**src/design/rfu_cfg.svh**
```systemverilog
// register file unit sizing, shared by the package and every module
// bank depth must stay 2**RFU_ADDR_W and data width a multiple of 8
`ifndef RFU_CFG_SVH
`define RFU_CFG_SVH

// --------------------
// word and index
// --------------------
`define RFU_DATA_W    32
`define RFU_ADDR_W    5
`define RFU_DEPTH     32
`define RFU_BEN_W     4

// --------------------
// port and bank counts
// --------------------
`define RFU_NUM_RD    4
`define RFU_NUM_BANKS 2

`endif

```
**src/design/rfu_pkg.sv**
```systemverilog
// request and response types for the register file unit
// bank index 0 is A and 1 is B in every two-bit per-bank field
`default_nettype none
`include "rfu_cfg.svh"

package rfu_pkg;

    typedef logic [`RFU_ADDR_W-1:0] reg_addr_t;
    typedef logic [`RFU_DATA_W-1:0] reg_data_t;

    // --------------------
    // requests
    // --------------------
    typedef struct packed {
        logic      ena;
        reg_addr_t addr;
        logic      bank;
        logic      mode;
        reg_data_t const_val;
    } rd_req_t;

    typedef struct packed {
        reg_addr_t                 addr;
        logic [`RFU_NUM_BANKS-1:0] ena;
    } ry_req_t;

    // one bank's share of a writeback
    typedef struct packed {
        logic                  data_we;
        logic                  tag_we;
        logic [`RFU_BEN_W-1:0] ben;
        reg_data_t             data;
        logic                  tag;
    } lane_wr_t;

    typedef struct packed {
        reg_addr_t addr;
        lane_wr_t  lane_a;
        lane_wr_t  lane_b;
    } wr_port_t;

    // lock controller, ena_g flags a lock still in flight
    typedef struct packed {
        logic [`RFU_NUM_BANKS-1:0] ena_g;
        logic [`RFU_NUM_BANKS-1:0] ena_t0;
        logic [`RFU_NUM_BANKS-1:0] ena_t1;
        reg_addr_t                 addr;
        logic [`RFU_NUM_BANKS-1:0] tag;
    } lc_req_t;

    // --------------------
    // responses
    // --------------------
    typedef struct packed {
        reg_data_t data_a;
        reg_data_t data_b;
        logic      tagx_a;
        logic      tagy_a;
        logic      tagx_b;
        logic      tagy_b;
    } bank_rd_t;

    typedef struct packed {
        reg_data_t data;
        logic      locked;
    } rd_rsp_t;

    typedef struct packed {
        logic [`RFU_NUM_BANKS-1:0] ena;
        reg_addr_t                 addr;
        logic [`RFU_NUM_BANKS-1:0] tag;
        logic [`RFU_NUM_BANKS-1:0] locked;
    } ry_rsp_t;

endpackage

`default_nettype wire

```
**src/design/rfu_read_stage.sv**
```systemverilog
// thread, bank and constant select with lock evaluation, one register stage
// an ena_g match locks a read even when the stored tags agree
`default_nettype none
`timescale 1ns/1ps
`include "rfu_cfg.svh"

module rfu_read_stage
    import rfu_pkg::*;
(
    input  wire                       clk,
    input  wire                       rst,
    input  wire                       i_tid,
    input  rd_req_t                   i_rd  [`RFU_NUM_RD],
    input  ry_req_t                   i_ry,
    input  wire  [`RFU_NUM_BANKS-1:0] i_lc_ena_g,
    input  reg_addr_t                 i_lc_addr,
    input  bank_rd_t                  i_th0 [`RFU_NUM_RD+1],
    input  bank_rd_t                  i_th1 [`RFU_NUM_RD+1],
    output rd_rsp_t                   o_rd  [`RFU_NUM_RD],
    output ry_rsp_t                   o_ry
);

    localparam int NRD = `RFU_NUM_RD;

    bank_rd_t  sel      [NRD+1];
    reg_addr_t port_addr[NRD+1];
    logic      hit_a    [NRD+1];
    logic      hit_b    [NRD+1];
    rd_rsp_t   rd_nxt   [NRD];
    ry_rsp_t   ry_nxt;

    // --------------------
    // thread select and lock conditions
    // --------------------
    always_comb
    begin
        for (int p = 0; p < NRD; p++)
        begin
            port_addr[p] = i_rd[p].addr;
        end
        port_addr[NRD] = i_ry.addr;

        for (int p = 0; p <= NRD; p++)
        begin
            sel[p]   = i_tid ? i_th1[p] : i_th0[p];
            // in-flight lock or pending register
            hit_a[p] = (i_lc_ena_g[0] && (port_addr[p] == i_lc_addr))
                       || (sel[p].tagx_a ^ sel[p].tagy_a);
            hit_b[p] = (i_lc_ena_g[1] && (port_addr[p] == i_lc_addr))
                       || (sel[p].tagx_b ^ sel[p].tagy_b);
        end
    end

    // source ports
    always_comb
    begin
        for (int p = 0; p < NRD; p++)
        begin
            if (i_rd[p].mode)
            begin
                rd_nxt[p].data   = i_rd[p].const_val;
                rd_nxt[p].locked = 1'b0;
            end
            else
            begin
                rd_nxt[p].data   = i_rd[p].bank ? sel[p].data_b : sel[p].data_a;
                rd_nxt[p].locked = i_rd[p].ena & (i_rd[p].bank ? hit_b[p] : hit_a[p]);
            end
        end
    end

    // destination, next tag to issue is the inverse of tag y
    always_comb
    begin
        ry_nxt.ena    = i_ry.ena;
        ry_nxt.addr   = i_ry.addr;
        ry_nxt.tag    = {~sel[NRD].tagy_b, ~sel[NRD].tagy_a};
        ry_nxt.locked = i_ry.ena & {hit_b[NRD], hit_a[NRD]};
    end

    // --------------------
    // output registers
    // --------------------
    always_ff @(posedge clk or posedge rst)
    begin
        if (rst)
        begin
            for (int p = 0; p < NRD; p++)
            begin
                o_rd[p] <= '0;
            end
            o_ry <= '0;
        end
        else
        begin
            for (int p = 0; p < NRD; p++)
            begin
                o_rd[p] <= rd_nxt[p];
            end
            o_ry <= ry_nxt;
        end
    end

endmodule

`default_nettype wire

```
**config.mk**
```make
export PLATFORM = sky130hd
export DESIGN_NAME = rfu_read_stage
export DESIGN_NICKNAME = d
export VERILOG_FILES = /design/src/design/rfu_pkg.sv /design/src/design/rfu_read_stage.sv
export VERILOG_INCLUDE_DIRS = /design/src /design/src/design
export SDC_FILE = /design/constraint.sdc
export NUM_CORES = 1
export LEC_CHECK = 0
export ABC_AREA = 1
export BUFFER_PORTS_ARGS = -buffer_cell sky130_fd_sc_hd__buf_2
export CAP_MARGIN = 20
export CORE_AREA = 10 10 379 381
export DETAILED_ROUTE_END_ITERATION = 10
export DIE_AREA = 0 0 389 391
export SYNTH_ARGS = -nofsm -noshare
export SYNTH_HDL_FRONTEND = slang
export SYNTH_SLANG_ARGS = --single-unit
```
**constraint.sdc**
```tcl
create_clock -name clk -period 12.3 [get_ports clk]
set_clock_uncertainty 0.05 [all_clocks]
set_input_delay 2.46 -clock clk [delete_from_list [all_inputs] [get_ports clk]]
set_output_delay 2.46 -clock clk [all_outputs]
set_load 0.02 [all_outputs]
```
# After elaboration in Yosys (flattened, before gate mapping)

Cells that the tools add are included.

Bitwise operators: 17
Equality and inequality tests: 5
Reductions and logical operators: 20
Multiplexer cells: 17

Operators by type and width:

| kind                | number |
|---|---|
| 2-to-1 mux 68 bit   | 4 |
| 2-to-1 mux 33 bit   | 4 |
| 2-to-1 mux 32 bit   | 4 |
| equality test 5 bit | 5 |
| logical AND 1 bit   | 10 |
| logical OR 1 bit    | 10 |
| bitwise XOR 1 bit   | 10 |
| AND 1 bit           | 4 |
| 2-to-1 mux 1 bit    | 4 |
| 2-to-1 mux 4 bit    | 1 |
| AND 2 bit           | 1 |
| inverter 1 bit      | 2 |

Register bits after elaboration: 143
Output and inout bits: 143
Bits of input ports: 857

# Logic depth before layout (Yosys ltp)

Gate-level depths: netlist of run 1.

Depth after elaboration: 6
Depth in mapped cells: 9
Mapped depth without buffers: 8

# Worst setup path after synthesis of run 1

No wires, ideal clock.

Path type: input to register
From: in i_rd[113] (netlist bit)
To: reg o_rd[96] (netlist bit)
Path buffers: 2
Path slack: 8905 ps
Cell stages on the path: 6
Data arrival time: 3211 ps
Path through: buf_2 inv_1 buf_1 nor2_1 o21ai_0 a31oi_1

RTL lines:

| element                         | line                 | RTL |
|---|---|---|
| from (decl)                     | rfu_read_stage.sv:13 | `` input rd_req_t i_rd [`RFU_NUM_RD], `` |
| to (signal, indexed assignment) | rfu_read_stage.sv:98 | `o_rd[p] <= rd_nxt[p];` |
| to (decl)                       | rfu_read_stage.sv:19 | `` output rd_rsp_t o_rd [`RFU_NUM_RD], `` |

==> results of run 1 <==
## logic make-up after synthesis
group           count (synthesis)  share of synthesized area
compound gates                400                      0.230
simple gates                  756                      0.303
buf+inv                       151                     0.0684
xor+xnor                       23                     0.0213
flops                         143                      0.378
## area by class of cell
| class | count | area, sq um | share of cell area |
|---|---|---|---|
| Antenna cell | 31 | 77.6 | 0.00473 |
| Clock buffer | 17 | 425 | 0.0259 |
| Clock inverter | 14 | 183 | 0.0111 |
| Inverter | 39 | 161 | 0.00984 |
| Multi-Input combinational cell | 1179 | 5250 | 0.320 |
| Sequential cell | 143 | 3580 | 0.218 |
| Tap cell | 1794 | 2240 | 0.137 |
| Timing Repair Buffer | 883 | 4480 | 0.273 |
## metal layers
layer | track usage | up-vias | wire (um)
met5 | 0 | - | 374
met4 | 0.0221 | 58 | 1970
met1 | 0.175 | 6726 | 46900
met2 | 0.221 | 1017 | 50100
li1 | - | 6462 | -
met3 | 0.0631 | 218 | 12900
## state kept, by name (all words and copies together), names as in the netlist
register and count:
o_ry 11, o_rd 132
## metrics by stage
stage	setup slack [ns]	utilization	area (sq um)	hold WS, ns
after detailed placement	6.78	0.115	15700	2.54
after global routing	7.16	0.120	16300	2.00
after floorplan	5.95	-	9480	2.44
after global placement	6.81	0.115	15700	2.54
final	7.33	0.120	16400	2.00
after CTS	7.34	0.120	16300	1.98
## worst max-delay path by stage
stage,from,end,slack (ns),cells after the start
2_1_floorplan,rst,o_rd[0],5.95,1
3_3_place_gp,i_tid,o_rd[37],6.81,7
3_5_place_dp,i_tid,o_rd[37],6.78,7
4_1_cts,i_tid,o_rd[37],7.34,7
5_1_grt,i_tid,o_rd[37],7.16,7
6_report,i_tid,o_rd[44],7.33,7
## cells in the final DEF, fill, tap and decap left out
cell type,count
inv_8,3
nand2_1,70
buf_4,11
xor2_1,10
buf_8,1
inv_1,32
dfrtp_1,143
buf_2,870
o21ai_0,256
a31oi_1,128
buf_16,1
xnor2_1,13
nand3_1,4
nor2_1,670
or2_2,6
a21boi_1,2
clkbuf_16,17
o21ai_1,6
inv_6,4
nand4_1,6
a21oi_1,4
clkinv_4,3
bufinv_16,3
diode_2,31
clkinvlp_4,2
o211ai_1,4
inv_2,5
clkinv_2,1
## power by group
group / internal, uW / switching, uW / total [uW]
clock network: 322 / 276 / 598
registers: 512 / 14.1 / 526
logic: 178 / 348 / 526
==> results.txt, run 1 <==
----------------------------------------------------
[STA]
  Fin crit period ... 4.97 ns
  Period Utilization, post-route ... 0.404
  Max-slew headroom at the worst pin ... 0.268
  Setup_tns ... 0 ns
  Least-Margin Pin Slew ... 1.10 ns
  Final Setup Violations ... 0
  Pins over their slew limit ... 0
  RSZ-0062 raised after global routing ... no
  Final Hold Viols ... 0
  F_max ... slightly above 200 MHz

[Clock tree]
  TritonCTS sink count ... about 140
  CTS root buffer ... clkbuf_16
  Number of buffers added to fix hold violations after cts ... 0
  CTS tree ... done
  Post-CTS setup buffers ... 0
  Clock transition at the register clock pins on the worst setup and hold paths after CTS ... ~0.080 ns
  Number of H-tree branching levels ... 4
  Bufs on Longest Clock Path ... 2
  Clock buffer count from CTS ... 17
  Number of gates resized after CTS ... 0

[Final layout]
  Filler cells ... 16.0k
  Number of standard cells in the final layout excluding fillers ... 4,100
  Layout cells sized above 1 ... 0.407
  # nets final ... ~3.1k
  Layout overhead on the synthesized area ... 73.0%

[Route]
  Total via count in the routed design ... about 14k
  Wire length per cell after detailed routing ... roughly 27 um
  DR pass1 iterations ... 5
  Mean number of vias per cell ... between 3 and 4
  Post-route antenna net violation count ... 0
  Routed wire length ... 112,000 um
  Number of remaining DRC errors ... 0
  Iter 0 DRT Violations ... 1,073

[Power]
  Power density over the cells ... roughly 100 nW/um^2
  Overall power ... 1650 uW
  Peak VDD IR ... 103 uV
  Static leakage ... 0.00759 uW

[Synth]
  Post-synthesis instance area ... approximately 9500 sq um
  Number of unique standard cell types used by synthesis ... 21
  Part of the Yosys area used for sequential elements ... 0.378
  Syn Area/Cell ... 6.43 sq um
  Mapped Nets ... 2,330
  Top cells by area, synth ... dfrtp_1 38%, nor2_1 27%, o21ai_0 14%, a31oi_1 8.4%, nand2_1 2.8%
  Syn Inst Count ... 1,473
  Most common cell in the netlist ... nor2_1
  Cell type with the largest total area after synthesis ... dfrtp_1
  Count of warnings emitted by yosys ... 0
  Post-synth top flop ... dfrtp_1
  Post-synthesis register bit count ... 143
  Fraction of registers with async set or reset after synthesis ... 1.00
  Commonest cells post-synth ... 670 x nor2_1, 256 x o21ai_0, 143 x dfrtp_1, 128 x a31oi_1, 70 x nand2_1
  Fraction of synthesized cell area taken by the top area cell type ... 0.378
  Number of synthesized flops with an enable pin ... 0

[Place]
  Last weighted congestion value of the routability-driven placer ... 0.917
  HPWL after detailed placement ... 99,300 um
  Placed Cells ... a little over 4k
  I/O Buffers ... roughly 870

[Critical path]
  Arrival time of the worst setup path ... 5.25 ns
  Maximum single-stage delay on the critical path ... between 0.7 and 0.8 ns
  Startpoint Class ... input pin
  Capturing element type of the critical path ... flop
  Class of the most critical setup path ... input pin to flop
  Crit path buf inv count ... 3
  Worst-path maximum fanout ... 83
  Data required time at the worst endpoint ... 12.59 ns
  Cells along the critical path ... buf_8 > buf_4 > buf_4 > nor2_1 > nor2_1 > o21ai_0 > a31oi_1
  Slowest cell on the critical path ... buf_4
  Gate family responsible for the most delay along the worst path ... buffers and inverters

[Die]
  Die boundary width ... 389 um
  Cell row count ... 136
  Effective utilization at floorplan ... 0.0695
  Die height ... 391 um
  Placeable core region ... 136,000 sq um
  Die area ... approximately 150,000 sq um
  Top Ports ... roughly 1k

[Global route]
  Antenna violations before repair ... 150
  Vias in the first global route ... 13.6k
  Remaining global-route overflow ... 0
  Pin count of the biggest net entering global routing ... around 100
  All-Layer GR Usage ... 0.139
  First-pass GRT wire length ... 140,000 um

[Job]
  Max-capacitance violation count ... 0

[Outcome]
  Outcome ... finished, final reports clean

[Hold path]
  Class of the most critical hold timing path ... input pin to asynchronous set/reset pin

----------------------------------------------------
No activity file was read; power rests on OpenSTA's default activity.
==> run 2, diff against run 1 <==
CORE_AREA = 10 10 383 385   (was 10 10 379 381)
DIE_AREA = 0 0 393 395   (was 0 0 389 391)
clock period = 4.15 ns   (was 12.3 ns; I/O delays follow)
==> results.txt, run 2 (synthesis gave the netlist of run 1 again) <==
----------------------------------------------------
[Outcome]
  Outcome ... finished, final reports clean

[Die]
  Die height ... 395 um (+1.0%)
  Placeable core region ... 139,000 sq um (+1.9%)
  Cell row count ... 137 (+0.74%)
  Top Ports ... 1,000 (unchanged)
  Effective utilization at floorplan ... 0.0683 (-0.00127)
  Die boundary width ... 393 um (+1.0%)
  Die area ... 155,000 sq um (+2.1%)

[Global route]
  Antenna violations before repair ... 143 (-4.7%)
  First-pass GRT wire length ... 140,000 um (+0.59%)
  All-Layer GR Usage ... 0.138 (-0.00185)
  Remaining global-route overflow ... 0 (unchanged)
  Vias in the first global route ... 13.8k (+2.0%)
  Pin count of the biggest net entering global routing ... 93 (-9.7%)

[Clock tree]
  Number of H-tree branching levels ... 4 (unchanged)
  Number of gates resized after CTS ... 0 (unchanged)
  Clock transition at the register clock pins on the worst setup and hold paths after CTS ... 0.07 ns (about the same)
  CTS tree ... done
  Number of buffers added to fix hold violations after cts ... 0 (unchanged)
  Clock buffer count from CTS ... 17 (unchanged)
  Post-CTS setup buffers ... 0 (unchanged)
  CTS root buffer ... clkbuf_16
  Bufs on Longest Clock Path ... 2 (unchanged)
  TritonCTS sink count ... 143 (unchanged)

[Final layout]
  Number of flip-flops under the largest register name ... 132 (unchanged)
  Design area ... 16,600 sq um (+1.5%)
  Most common cell after layout, fill and taps aside ... buf_2
  Biggest registers after layout ... o_rd (132), o_ry (11)
  Number of standard cells in the final layout excluding fillers ... 4,138 (+0.93%)
  Layout overhead on the synthesized area ... 75.6%
  Core utilization of the finished layout ... 0.120 (-0.000467)
  # nets final ... 3,138 (+0.58%)
  Leading cell types in the layout, fill and taps excluded ... 870 x buf_2, 670 x nor2_1, 256 x o21ai_0
  Filler cells ... 16.4k (+2.1%)
  Layout cells sized above 1 ... 0.413 (+0.00534)
  Top reg by flops ... o_rd

[STA]
  F_max ... 387 MHz
  Post-layout worst setup margin ... 1.57 ns (-5.77 ns)
  Pins over their slew limit ... 0 (unchanged)
  Final Hold Viols ... 0 (unchanged)
  Least-Margin Pin Slew ... 1.06 ns (-0.0399 ns)
  Fin crit period ... approximately 2.6 ns
  Final Setup Violations ... 0 (unchanged)
  Setup_tns ... 0 ns (unchanged)
  Period Utilization, post-route ... 0.622
  RSZ-0062 raised after global routing ... no
  Max-slew headroom at the worst pin ... 0.295 (+0.0266)

[Place]
  Placed Area ... 15,900 sq um (+1.4%)
  Last weighted congestion value of the routability-driven placer ... 0.947 (+3.3%)
  I/O Buffers ... 871 (unchanged)
  Worst slack, placed ... 1.16 ns (-5.62 ns)
  HPWL after detailed placement ... 101,000 um (+1.7%)
  Placed Cells ... 4,068 (+0.77%)

[Critical path]
  Arrival time of the worst setup path ... 2.86 ns (-2.39 ns)
  Capturing element type of the critical path ... flop
  Maximum single-stage delay on the critical path ... 0.65 ns (-0.11 ns)
  Class of the most critical setup path ... input pin to flop
  Startpoint Class ... input pin
  Slowest cell on the critical path ... buf_4
  Worst-path maximum fanout ... 93 (+12%)
  Data required time at the worst endpoint ... 4.43 ns (-8.16 ns)
  Crit path buf inv count ... 3 (unchanged)
  Gate family responsible for the most delay along the worst path ... buffers and inverters
  Cells along the critical path ... buf_8 > inv_8 > buf_4 > o21ai_0 > a31oi_1

[Route]
  DR pass1 iterations ... 7 (+2)
  Total via count in the routed design ... 14.5k (+0.42%)
  Post-route antenna net violation count ... 0 (unchanged)
  Routed wire length ... 113,000 um (+0.52%)
  Iter 0 DRT Violations ... 1,079 (+0.56%)
  DR top layer ... met5
  Wire length on met2 ... 50,400 um (+0.68%)
  Met1 layer wirelength in the final routing ... 47,100 um (+0.44%)
  Mean number of vias per cell ... 3.51 (-0.50%)
  Met3 routed WL ... 13,200 um (+2.2%)
  Number of remaining DRC errors ... 0 (unchanged)
  Wire length per cell after detailed routing ... 27.3 um (-0.41%)

[Power]
  Peak VDD IR ... 262 uV (+160%)
  Static leakage ... 0.00771 uW (+1.6%)
  Power density over the cells ... 293 nW/um^2 (+190%)

[Hold path]
  Class of the most critical hold timing path ... input pin to flop

[Job]
  Max-capacitance violation count ... 0 (unchanged)

----------------------------------------------------
## run 2: cell types whose count changed in the layout (fill, tap and decap cells not counted), sizes merged
| cell | before | now |
|---|---|---|
| buf | 883 | 901 |
| bufinv | 3 | 2 |
| clkinv | 4 | 5 |
| clkinvlp | 2 | 1 |
| clkbuf | 17 | 19 |
| diode | 31 | 37 |
## run 2: final timing paths
kind	endpoint	slack [ns]	start	cells past startpoint
max in group asynchronous	o_rd[86]	2.73	rst	3
min in group asynchronous	o_rd[2]	0.45	rst	2
worst min-delay path	o_ry[10]	0.42	i_ry[1]	1
worst max-delay path	o_rd[32]	1.57	i_tid	5
## run 2: through the flow
| stage | total power (uW) | hold WS [ns] |
|---|---|---|
| floorplan | 2230 | 0.811 |
| global placement | 3170 | 0.908 |
| detailed placement | 3180 | 0.916 |
| CTS | 5010 | 0.352 |
| global route | 5150 | 0.374 |
| finish | 4880 | 0.421 |
## run 2: layout make-up
class                           instances  area [sq um]  area share
Inverter                               39           158     0.00947
Timing Repair Buffer                  901          4670       0.281
Clock buffer                           19           453      0.0272
Tap cell                             1807          2260       0.136
Multi-Input combinational cell       1179          5260       0.316
Sequential cell                       143          3580       0.215
Antenna cell                           37          92.6     0.00556
Clock inverter                         13           171      0.0103
## run 2: per-layer routing
layer,global-route usage,vias to the layer above
li1,-,6508
met1,0.172,6769
met2,0.218,982
met3,0.0611,227
met4,0.0251,56
met5,0,-
## run 2: power by group
part | internal [uW] | switching [uW] | total (uW)
Combinational | 544 | 1020 | 1570
Sequential | 1520 | 52.6 | 1570
Clock | 943 | 800 | 1740
